File: src/hdl/rv_pkg.sv
`default_nettype none

package rv_pkg;

  localparam int XLEN = 32;
  localparam int REG_ADDR_W = 5;
  localparam logic [XLEN-1:0] RESET_PC = '0;

  // major opcodes, full 7 bits so compressed encodings fall out as illegal
  localparam logic [6:0] OPC_LUI    = 7'b0110111;
  localparam logic [6:0] OPC_AUIPC  = 7'b0010111;
  localparam logic [6:0] OPC_JAL    = 7'b1101111;
  localparam logic [6:0] OPC_JALR   = 7'b1100111;
  localparam logic [6:0] OPC_BRANCH = 7'b1100011;
  localparam logic [6:0] OPC_LOAD   = 7'b0000011;
  localparam logic [6:0] OPC_STORE  = 7'b0100011;
  localparam logic [6:0] OPC_OP_IMM = 7'b0010011;
  localparam logic [6:0] OPC_OP     = 7'b0110011;
  localparam logic [6:0] OPC_SYSTEM = 7'b1110011;

  localparam int CLASS_W = 3;
  localparam logic [CLASS_W-1:0] CLASS_ALU    = 3'd0;
  localparam logic [CLASS_W-1:0] CLASS_LUI    = 3'd1;
  localparam logic [CLASS_W-1:0] CLASS_AUIPC  = 3'd2;
  localparam logic [CLASS_W-1:0] CLASS_JAL    = 3'd3;
  localparam logic [CLASS_W-1:0] CLASS_JALR   = 3'd4;
  localparam logic [CLASS_W-1:0] CLASS_BRANCH = 3'd5;
  localparam logic [CLASS_W-1:0] CLASS_LOAD   = 3'd6;
  localparam logic [CLASS_W-1:0] CLASS_STORE  = 3'd7;

  localparam int ALU_OP_W = 4;
  localparam logic [ALU_OP_W-1:0] ALU_ADD  = 4'd0;
  localparam logic [ALU_OP_W-1:0] ALU_SUB  = 4'd1;
  localparam logic [ALU_OP_W-1:0] ALU_SLL  = 4'd2;
  localparam logic [ALU_OP_W-1:0] ALU_SLT  = 4'd3;
  localparam logic [ALU_OP_W-1:0] ALU_SLTU = 4'd4;
  localparam logic [ALU_OP_W-1:0] ALU_XOR  = 4'd5;
  localparam logic [ALU_OP_W-1:0] ALU_SRL  = 4'd6;
  localparam logic [ALU_OP_W-1:0] ALU_SRA  = 4'd7;
  localparam logic [ALU_OP_W-1:0] ALU_OR   = 4'd8;
  localparam logic [ALU_OP_W-1:0] ALU_AND  = 4'd9;

  // access size in funct3 of loads and stores
  localparam logic [2:0] F3_B  = 3'b000;
  localparam logic [2:0] F3_H  = 3'b001;
  localparam logic [2:0] F3_W  = 3'b010;
  localparam logic [2:0] F3_BU = 3'b100;
  localparam logic [2:0] F3_HU = 3'b101;

  // core fsm states
  localparam int ST_W = 3;
  localparam logic [ST_W-1:0] ST_FETCH      = 3'd0;
  localparam logic [ST_W-1:0] ST_WAIT_INSTR = 3'd1;
  localparam logic [ST_W-1:0] ST_DECODE     = 3'd2;
  localparam logic [ST_W-1:0] ST_EXECUTE    = 3'd3;
  localparam logic [ST_W-1:0] ST_WAIT_DATA  = 3'd4;
  localparam logic [ST_W-1:0] ST_CHECK_PC   = 3'd5;
  localparam logic [ST_W-1:0] ST_WRITEBACK  = 3'd6;
  localparam logic [ST_W-1:0] ST_TRAP       = 3'd7;

  // r view for register and i-type fields, s view for store and branch
  typedef union packed {
    struct packed {
      union packed {
        logic [11:0] imm12;
        struct packed {
          logic [6:0] funct7;
          logic [4:0] rs2;
        } f;
      } hi;
      logic [4:0] rs1;
      logic [2:0] funct3;
      logic [4:0] rd;
      logic [6:0] opcode;
    } r;
    struct packed {
      logic [6:0] imm_hi;
      logic [4:0] rs2;
      logic [4:0] rs1;
      logic [2:0] funct3;
      logic [4:0] imm_lo;
      logic [6:0] opcode;
    } s;
  } instr_word_t;

endpackage

`default_nettype wire

File: src/hdl/rv_decoder.sv
`timescale 1ns/10ps
`default_nettype none

module rv_decoder import rv_pkg::*; (
  input  instr_word_t               instr,
  output logic [CLASS_W-1:0]        op_class,
  output logic [ALU_OP_W-1:0]       alu_op,
  output logic                      use_imm,
  output logic [XLEN-1:0]           immediate,
  output logic [REG_ADDR_W-1:0]     rd,
  output logic [REG_ADDR_W-1:0]     rs1,
  output logic [REG_ADDR_W-1:0]     rs2,
  output logic [2:0]                funct3,
  output logic                      illegal
);

  logic [XLEN-1:0] imm_i, imm_s, imm_b, imm_u, imm_j;
  logic [6:0]      funct7;

  function automatic logic [ALU_OP_W-1:0] f3_to_alu_op(input logic [2:0] f3, input logic alt);
    logic [ALU_OP_W-1:0] op;
    case (f3)
      3'b000:  op = alt ? ALU_SUB : ALU_ADD;
      3'b001:  op = ALU_SLL;
      3'b010:  op = ALU_SLT;
      3'b011:  op = ALU_SLTU;
      3'b100:  op = ALU_XOR;
      3'b101:  op = alt ? ALU_SRA : ALU_SRL;
      3'b110:  op = ALU_OR;
      default: op = ALU_AND;
    endcase
    return op;
  endfunction

  assign funct3 = instr.r.funct3;
  assign funct7 = instr.r.hi.f.funct7;
  assign rs1    = instr.r.rs1;
  assign rs2    = instr.r.hi.f.rs2;

  assign imm_i = {{20{instr[31]}}, instr.r.hi.imm12};
  assign imm_s = {{20{instr.s.imm_hi[6]}}, instr.s.imm_hi, instr.s.imm_lo};
  assign imm_b = {{20{instr.s.imm_hi[6]}}, instr.s.imm_lo[0], instr.s.imm_hi[5:0],
                  instr.s.imm_lo[4:1], 1'b0};
  assign imm_u = {instr[31:12], 12'b0};
  assign imm_j = {{12{instr[31]}}, instr[19:12], instr[20], instr[30:21], 1'b0};

  always_comb begin
    op_class  = CLASS_ALU;
    alu_op    = ALU_ADD;
    use_imm   = 1'b0;
    immediate = imm_i;
    rd        = instr.r.rd;
    illegal   = 1'b0;
    case (instr.r.opcode)
      OPC_LUI: begin
        op_class  = CLASS_LUI;
        immediate = imm_u;
      end
      OPC_AUIPC: begin
        op_class  = CLASS_AUIPC;
        immediate = imm_u;
      end
      OPC_JAL: begin
        op_class  = CLASS_JAL;
        immediate = imm_j;
      end
      OPC_JALR: begin
        op_class = CLASS_JALR;
        illegal  = funct3 != 3'b000;
      end
      OPC_BRANCH: begin
        op_class  = CLASS_BRANCH;
        immediate = imm_b;
        rd        = '0;
        // eq/ne compare through the subtractor, the rest through slt
        case (funct3[2:1])
          2'b00:   alu_op = ALU_SUB;
          2'b10:   alu_op = ALU_SLT;
          2'b11:   alu_op = ALU_SLTU;
          default: illegal = 1'b1;
        endcase
      end
      OPC_LOAD: begin
        op_class = CLASS_LOAD;
        illegal  = !(funct3 inside {F3_B, F3_H, F3_W, F3_BU, F3_HU});
      end
      OPC_STORE: begin
        op_class  = CLASS_STORE;
        immediate = imm_s;
        rd        = '0;
        illegal   = !(funct3 inside {F3_B, F3_H, F3_W});
      end
      OPC_OP_IMM: begin
        use_imm = 1'b1;
        alu_op  = f3_to_alu_op(funct3, funct3 == 3'b101 && funct7[5]);
        if (funct3 == 3'b001) begin
          illegal = funct7 != 7'b0000000;
        end else if (funct3 == 3'b101) begin
          illegal = funct7 != 7'b0000000 && funct7 != 7'b0100000;
        end
      end
      OPC_OP: begin
        alu_op = f3_to_alu_op(funct3, funct7[5]);
        if (funct7 == 7'b0100000) begin
          illegal = funct3 != 3'b000 && funct3 != 3'b101;
        end else begin
          illegal = funct7 != 7'b0000000;
        end
      end
      // ecall and ebreak are not supported and trap like any unknown word
      OPC_SYSTEM: illegal = 1'b1;
      default:    illegal = 1'b1;
    endcase
  end

endmodule

`default_nettype wire

File: src/hdl/rv_regfile.sv
`timescale 1ns/10ps
`default_nettype none

module rv_regfile import rv_pkg::*; (
  input  logic                  clk,
  input  logic                  reset,
  input  logic [REG_ADDR_W-1:0] rs1,
  input  logic [REG_ADDR_W-1:0] rs2,
  output logic [XLEN-1:0]       rs1_data,
  output logic [XLEN-1:0]       rs2_data,
  input  logic                  we,
  input  logic [REG_ADDR_W-1:0] rd,
  input  logic [XLEN-1:0]       rd_data
);

  logic [XLEN-1:0] regs [2**REG_ADDR_W];

  // entry 0 is never written, its read is masked instead
  always_ff @(posedge clk) begin
    if (we && !reset && rd != '0) begin
      regs[rd] <= rd_data;
    end
  end

  assign rs1_data = (rs1 == '0) ? '0 : regs[rs1];
  assign rs2_data = (rs2 == '0) ? '0 : regs[rs2];

endmodule

`default_nettype wire

File: src/hdl/rv_alu.sv
`timescale 1ns/10ps
`default_nettype none

module rv_alu import rv_pkg::*; (
  input  logic [ALU_OP_W-1:0] alu_op,
  input  logic [XLEN-1:0]     a,
  input  logic [XLEN-1:0]     b,
  input  logic [2:0]          funct3,
  output logic [XLEN-1:0]     result,
  output logic                branch_taken
);

  logic [4:0] shamt;
  logic       cmp;

  assign shamt = b[4:0];

  always_comb begin
    case (alu_op)
      ALU_ADD:  result = a + b;
      ALU_SUB:  result = a - b;
      ALU_SLL:  result = a << shamt;
      ALU_SLT:  result = {{(XLEN-1){1'b0}}, $signed(a) < $signed(b)};
      ALU_SLTU: result = {{(XLEN-1){1'b0}}, a < b};
      ALU_XOR:  result = a ^ b;
      ALU_SRL:  result = a >> shamt;
      ALU_SRA:  result = $signed(a) >>> shamt;
      ALU_OR:   result = a | b;
      ALU_AND:  result = a & b;
      default:  result = '0;
    endcase
  end

  // sub gives equality through a zero result, slt/sltu give the less-than bit
  assign cmp = (alu_op == ALU_SUB) ? (result == '0) : result[0];

  always_comb begin
    case (funct3)
      3'b000, 3'b100, 3'b110: branch_taken = cmp;
      3'b001, 3'b101, 3'b111: branch_taken = !cmp;
      default:                branch_taken = 1'b0;
    endcase
  end

endmodule

`default_nettype wire

File: src/hdl/rv_lsu.sv
`timescale 1ns/10ps
`default_nettype none

module rv_lsu import rv_pkg::*; (
  input  logic [2:0]      funct3,
  input  logic            is_store,
  input  logic [1:0]      addr_low,
  input  logic [XLEN-1:0] store_data,
  input  logic [XLEN-1:0] rdata,
  output logic [3:0]      wstrb,
  output logic [XLEN-1:0] wdata,
  output logic [XLEN-1:0] load_data,
  output logic            misaligned
);

  logic [7:0]  lane_b;
  logic [15:0] lane_h;

  always_comb begin
    case (funct3)
      F3_W:        misaligned = |addr_low;
      F3_H, F3_HU: misaligned = addr_low[0];
      default:     misaligned = 1'b0;
    endcase
  end

  // store lanes, data replicated so memory just honours the strobe
  always_comb begin
    case (funct3)
      F3_B: begin
        wstrb = 4'b0001 << addr_low;
        wdata = {4{store_data[7:0]}};
      end
      F3_H: begin
        wstrb = addr_low[1] ? 4'b1100 : 4'b0011;
        wdata = {2{store_data[15:0]}};
      end
      default: begin
        wstrb = 4'b1111;
        wdata = store_data;
      end
    endcase
    if (!is_store) begin
      wstrb = 4'b0000;
    end
  end

  assign lane_b = rdata[{addr_low, 3'b000} +: 8];
  assign lane_h = addr_low[1] ? rdata[31:16] : rdata[15:0];

  always_comb begin
    case (funct3)
      F3_B:    load_data = {{24{lane_b[7]}}, lane_b};
      F3_BU:   load_data = {24'b0, lane_b};
      F3_H:    load_data = {{16{lane_h[15]}}, lane_h};
      F3_HU:   load_data = {16'b0, lane_h};
      default: load_data = rdata;
    endcase
  end

endmodule

`default_nettype wire

File: src/hdl/rv_core.sv
`timescale 1ns/10ps
`default_nettype none

module rv_core import rv_pkg::*; (
  input  logic            clk,
  input  logic            reset,
  output logic            mem_valid,
  output logic            mem_instr,
  input  logic            mem_ready,
  output logic [XLEN-1:0] mem_addr,
  output logic [XLEN-1:0] mem_wdata,
  output logic [3:0]      mem_wstrb,
  input  logic [XLEN-1:0] mem_rdata,
  output logic            trap
);

  logic [ST_W-1:0]       state;
  logic [XLEN-1:0]       pc, next_pc, pc_target, wb_data;
  instr_word_t           ir;

  logic [CLASS_W-1:0]    op_class;
  logic [ALU_OP_W-1:0]   alu_op;
  logic                  use_imm, illegal;
  logic [XLEN-1:0]       immediate;
  logic [REG_ADDR_W-1:0] rd, rs1, rs2;
  logic [2:0]            funct3;
  logic [XLEN-1:0]       rs1_data, rs2_data, alu_result, load_data, lsu_wdata;
  logic                  branch_taken, misaligned;
  logic [3:0]            lsu_wstrb;
  logic [XLEN-1:0]       ls_addr, jalr_sum, jump_target, pc_next_seq;

  rv_decoder u_decoder (
    .instr(ir), .op_class(op_class), .alu_op(alu_op), .use_imm(use_imm),
    .immediate(immediate), .rd(rd), .rs1(rs1), .rs2(rs2), .funct3(funct3),
    .illegal(illegal)
  );

  rv_regfile u_regfile (
    .clk(clk), .reset(reset), .rs1(rs1), .rs2(rs2), .rs1_data(rs1_data),
    .rs2_data(rs2_data), .we(state == ST_WRITEBACK), .rd(rd), .rd_data(wb_data)
  );

  rv_alu u_alu (
    .alu_op(alu_op), .a(rs1_data), .b(use_imm ? immediate : rs2_data), .funct3(funct3),
    .result(alu_result), .branch_taken(branch_taken)
  );

  rv_lsu u_lsu (
    .funct3(funct3), .is_store(op_class == CLASS_STORE), .addr_low(ls_addr[1:0]),
    .store_data(rs2_data), .rdata(mem_rdata), .wstrb(lsu_wstrb), .wdata(lsu_wdata),
    .load_data(load_data), .misaligned(misaligned)
  );

  assign pc_next_seq = pc + XLEN'(4);
  assign ls_addr     = rs1_data + immediate;
  assign jalr_sum    = rs1_data + immediate;

  always_comb begin
    case (op_class)
      CLASS_JALR:   jump_target = {jalr_sum[XLEN-1:1], 1'b0};
      CLASS_BRANCH: jump_target = branch_taken ? pc + immediate : pc_next_seq;
      default:      jump_target = pc + immediate;
    endcase
  end

  always_ff @(posedge clk) begin
    if (reset) begin
      state     <= ST_FETCH;
      next_pc   <= RESET_PC;
      mem_valid <= 1'b0;
      mem_instr <= 1'b0;
      mem_wstrb <= 4'b0000;
      trap      <= 1'b0;
    end else begin
      case (state)
        ST_FETCH: begin
          mem_valid <= 1'b1;
          mem_instr <= 1'b1;
          mem_wstrb <= 4'b0000;
          mem_addr  <= next_pc;
          state     <= ST_WAIT_INSTR;
        end
        ST_WAIT_INSTR: begin
          if (mem_ready) begin
            mem_valid <= 1'b0;
            pc        <= mem_addr;
            ir        <= mem_rdata;
            state     <= ST_DECODE;
          end
        end
        ST_DECODE: state <= illegal ? ST_TRAP : ST_EXECUTE;
        ST_EXECUTE: begin
          next_pc <= pc_next_seq;
          wb_data <= pc_next_seq;
          state   <= ST_WRITEBACK;
          case (op_class)
            CLASS_ALU:   wb_data <= alu_result;
            CLASS_LUI:   wb_data <= immediate;
            CLASS_AUIPC: wb_data <= pc + immediate;
            CLASS_JAL, CLASS_JALR, CLASS_BRANCH: begin
              pc_target <= jump_target;
              state     <= ST_CHECK_PC;
            end
            default: begin
              // loads and stores share one word-aligned request
              if (misaligned) begin
                state <= ST_TRAP;
              end else begin
                mem_valid <= 1'b1;
                mem_instr <= 1'b0;
                mem_addr  <= {ls_addr[XLEN-1:2], 2'b00};
                mem_wstrb <= lsu_wstrb;
                mem_wdata <= lsu_wdata;
                state     <= ST_WAIT_DATA;
              end
            end
          endcase
        end
        ST_WAIT_DATA: begin
          if (mem_ready) begin
            mem_valid <= 1'b0;
            mem_wstrb <= 4'b0000;
            wb_data   <= load_data;
            state     <= (op_class == CLASS_LOAD) ? ST_WRITEBACK : ST_FETCH;
          end
        end
        ST_CHECK_PC: begin
          if (pc_target[1:0] != 2'b00) begin
            state <= ST_TRAP;
          end else begin
            next_pc <= pc_target;
            state   <= (op_class == CLASS_BRANCH) ? ST_FETCH : ST_WRITEBACK;
          end
        end
        ST_WRITEBACK: state <= ST_FETCH;
        default:      trap <= 1'b1;
      endcase
    end
  end

  // a pending request keeps its address and strobe until accepted
  assert property (@(posedge clk) disable iff (reset)
    mem_valid && !mem_ready |=> mem_valid && $stable(mem_addr) && $stable(mem_wstrb));

  assert property (@(posedge clk) disable iff (reset) trap |=> trap);

endmodule

`default_nettype wire

File: config.mk
export PLATFORM = sky130hd
export DESIGN_NAME = rv_core
export DESIGN_NICKNAME = d
export VERILOG_FILES = /design/src/hdl/rv_pkg.sv /design/src/hdl/rv_decoder.sv /design/src/hdl/rv_regfile.sv /design/src/hdl/rv_alu.sv /design/src/hdl/rv_lsu.sv /design/src/hdl/rv_core.sv
export SDC_FILE = /design/constraint.sdc
export NUM_CORES = 2
export LEC_CHECK = 0
export ABC_AREA = 1
export ABC_CLOCK_PERIOD_IN_PS = 8400
export BUFFER_PORTS_ARGS = -buffer_cell sky130_fd_sc_hd__buf_2
export CAP_MARGIN = 5
export CORE_MARGIN = 5
export CORE_UTILIZATION = 25
export DETAILED_ROUTE_END_ITERATION = 7
export GPL_ROUTABILITY_DRIVEN = 0
export HOLD_SLACK_MARGIN = 0.02
export PLACE_DENSITY_LB_ADDON = 0.08
export SYNTH_ARGS = -nofsm -noshare
export SYNTH_HDL_FRONTEND = slang
export SYNTH_HIERARCHICAL = 1
export SYNTH_SLANG_ARGS = --single-unit
export TNS_END_PERCENT = 1
File: constraint.sdc
create_clock -name clk -period 8.4 [get_ports clk]
set_input_delay 2.1 -clock clk [delete_from_list [all_inputs] [get_ports clk]]
set_output_delay 2.1 -clock clk [all_outputs]
set_load 0.01 [all_outputs]
==> summary.md <==
| Metric | Value |
|---|---|
| Status | finished, violations left |
| Violated checks | design-rule violations |
| Initial antenna violation count | 18 |
| Grt total ovfl | 0 |
| Share of cells above drive strength 1 | 7.57% |
| Port Buffers | 105 |
| LEAKAGE | 38.7 nW |
| WS Path Type | flop to flop |
| Post-CTS Hold Fix Bufs | 0 |
| Worst-Skew Late Latency | 0.88 ns |
| Remaining DRCs | 6 |
| Worst hold margin | 0.434 ns |
| Unrepaired setup endpoints after global routing | false |
| Ports | 106 |
| Area of the mapped netlist | 79900 µm² |
| Core Util, Final | 28.7% |
| Final Hold Violating Endpoints | 0 |
| Final setup viols | 0 |
| Clk buf depth | 4 |
| Global-route wire length before repair | 586000 µm |
| CP max stage cell | edfxtp_1 |
| Die width | 575 µm |
| Final non-filler cell area | 91300 µm² |
| Place WS | 0.232 ns |
| Drt pass-1 iters | 8 |
| Rel. slew slack | 7.49% |
| Routed WL per cell | 28.0 µm |
| Worst-path clk slew | 0.07 ns |
| Max Cap Violations | 0 |
| Number of global-route vias before repair | 74200 |
| Worst Tran Pin Value | 1.39 ns |
| Fin. max-slew vios | 0 |
| Sink Count | 1258 |
| Core area | 318000 µm² |
| Antenna-violating nets left | 0 |
| PD cells | 240 nW/µm² |
| Post-DP HPWL | 282000 µm |
| Top-area cell type share of the netlist area | 45.7% |
| Cell with the most instances after synthesis | nand2_1 |
| Pin count of the biggest net entering global routing | 116 |
| VDD IR max | 131 µV |
| YS warnings | 6 |
| Worst Path Required | 9.08 ns |
| Die footprint | 331000 µm² |
| Synth top cells by count | 3912 x nand2_1, 1497 x nand3_1, 1216 x edfxtp_1, 1149 x nor2_1, 736 x inv_1 |
| Non-filler cells, final | 15100 |
| Syn avg cell area | 7.42 µm² |
| Post-DP Area | 86300 µm² |
| Post-synth EDFFs | 1216 |
| PnR worst setup slack | 0.573 ns |
| CP peak stage delay | 0.58 ns |
| Area contributors post-synth | edfxtp_1 46%, nand2_1 18%, nand3_1 9.4% |
| Top FF cell, synth | edfxtp_1 |
| Syn-to-layout area delta | 14.3% |
| Cell count after synthesis | 10800 |
| Num CTS Buffers | 167 |
| Power Total | 21.9 mW |
| Critical path fanouts, max | 69 |
| Die height | 575 µm |
| FP Rows | 207 |
| Sequential cell area fraction in the yosys report | 46.8% |
| Final net count | 11000 |
| Worst r2r src | ir[16]$_DFFE_PP_ |
| Critical path origin | ir[16]$_DFFE_PP_ |
| Ys async rst share | 0% |
| Vias per Instance | 5.17 |
| Synth unique cells | 59 |
| Starting Density | 25.1% |
| Number of DRC markers in iteration 0 | 9252 |
| Tightest Hold Check Type | flop to flop |
| Area leader, netlist | edfxtp_1 |
| Worst Path Arrival | 8.50 ns |
| CP Launch Type | flop |
| Placed Cells | 14800 |
| Clock Root Buffer | clkbuf_16 |
| Final TNS setup | 0 ns |
| Number of synthesized register bits | 1258 |
| H-tree lvl count | 4 |
| Total Wirelength | 423000 µm |
| Final min period | 7.83 ns |
| Maximum clock rate | 128 MHz |
| CP dominant cell by count | nand2_1 |
| Worst Skew | 0.0739 ns |
| Tot GR Track Use | 24.6% |
| Setup crit end kind | flop |
| Vias | 78000 |
| CTS tree | yes |
| Hold path start | mem_addr[27]$_DFFE_PP_ |
| Final period util | 93.2% |
==> cell usage in the layout, fill, tap and decap left out, types with 8 or more instances in the layout <==
cell type	n
nor2_1	1110
clkbuf_16	170
a31oi_1	10
inv_1	730
a21o_1	8
nor2_2	17
nor3_1	45
edfxtp_1	1216
buf_12	43
and3_1	18
a21oi_1	376
o21a_1	10
nand2_2	10
diode_2	9
xor2_1	32
conb_1	32
o21bai_1	13
mux2_2	31
buf_4	298
nand3_1	1495
dfxtp_1	42
clkinv_1	40
nor2_4	42
clkinv_2	23
buf_2	105
nand4_1	47
o21ai_0	528
clkbuf_1	35
ha_1	160
a221oi_1	26
inv_2	27
o22ai_1	34
o21ai_1	42
nand3b_1	32
o211ai_1	47
nand2_1	3912
==> repair_timing <==
action,CTS,global route
gates resized for setup,0,2
setup endpoints to repair,0,32
buffers inserted,0,3
==> power by group <==
part / switching (mW) / internal, mW
logic: 5.82 / 1.95
clock network: 2.95 / 3.80
registers: 0.148 / 7.24
==> flip-flops by register name (all words and copies together), names as in the netlist <==
register and flops:
mem_wdata 32, pc 32, wb_data 32, trap 1, u_regfile/regs 1024, state 3
mem_addr 32, ir 32, mem_valid 1, mem_wstrb 4, next_pc 32, mem_instr 1
pc_target 32
==> final timing paths <==
| check | end | cells past startpoint | slack [ns] |
|---|---|---|---|
| worst max-delay path | pc_target[16]$_DFFE_PP_ | 36 | 0.57 |
| worst min-delay path | pc[27]$_DFFE_PP_ | 0 | 0.43 |
| worst max register to register | pc_target[16]$_DFFE_PP_ | 36 | 0.57 |
| worst min register to register | pc[27]$_DFFE_PP_ | 0 | 0.43 |
==> kinds of logic after synthesis <==
| kind of cell | synth area share [%] |
|---|---|
| XOR/XNOR | 0.428 |
| flip-flops | 46.8 |
| other | 0.00470 |
| AND/OR/NAND/NOR | 35.0 |
| buffers and inverters | 7.22 |
| multiplexers | 0.437 |
| adder cells (fa/ha/maj) | 2.61 |
| AO/OA/AOI/OAI | 7.51 |
==> worst max-delay path: cells and delay by family, from the launching register on <==
kind	cells	cell delay, ns
adder cells (fa/ha/maj)	1	0.39
buffers and inverters	9	2.08
flip-flops	1	0.58
AND/OR/NAND/NOR	25	4.07
AO/OA/AOI/OAI	1	0.21
==> metal layers <==
layer  up-vias  global-route usage (%)  share of wire, %
met2      3454                    37.9                43
met4         6                    10.4               4.9
met3       676                    3.51               7.0
met1     38200                    34.3                45
li1      35700                       -                 -
met5         -                       0             0.011
==> cell type report <==
class | instances | area, µm²
Inverter | 770 | 2950
Clock buffer | 208 | 4430
Tap cell | 4180 | 5230
Antenna cell | 9 | 22.5
Multi-Input combinational cell | 8153 | 37200
Timing Repair Buffer | 446 | 3620
Fill cell | 34300 | 227000
Clock inverter | 76 | 494
Sequential cell | 1258 | 37400
No activity file was read; power rests on OpenSTA's default activity.
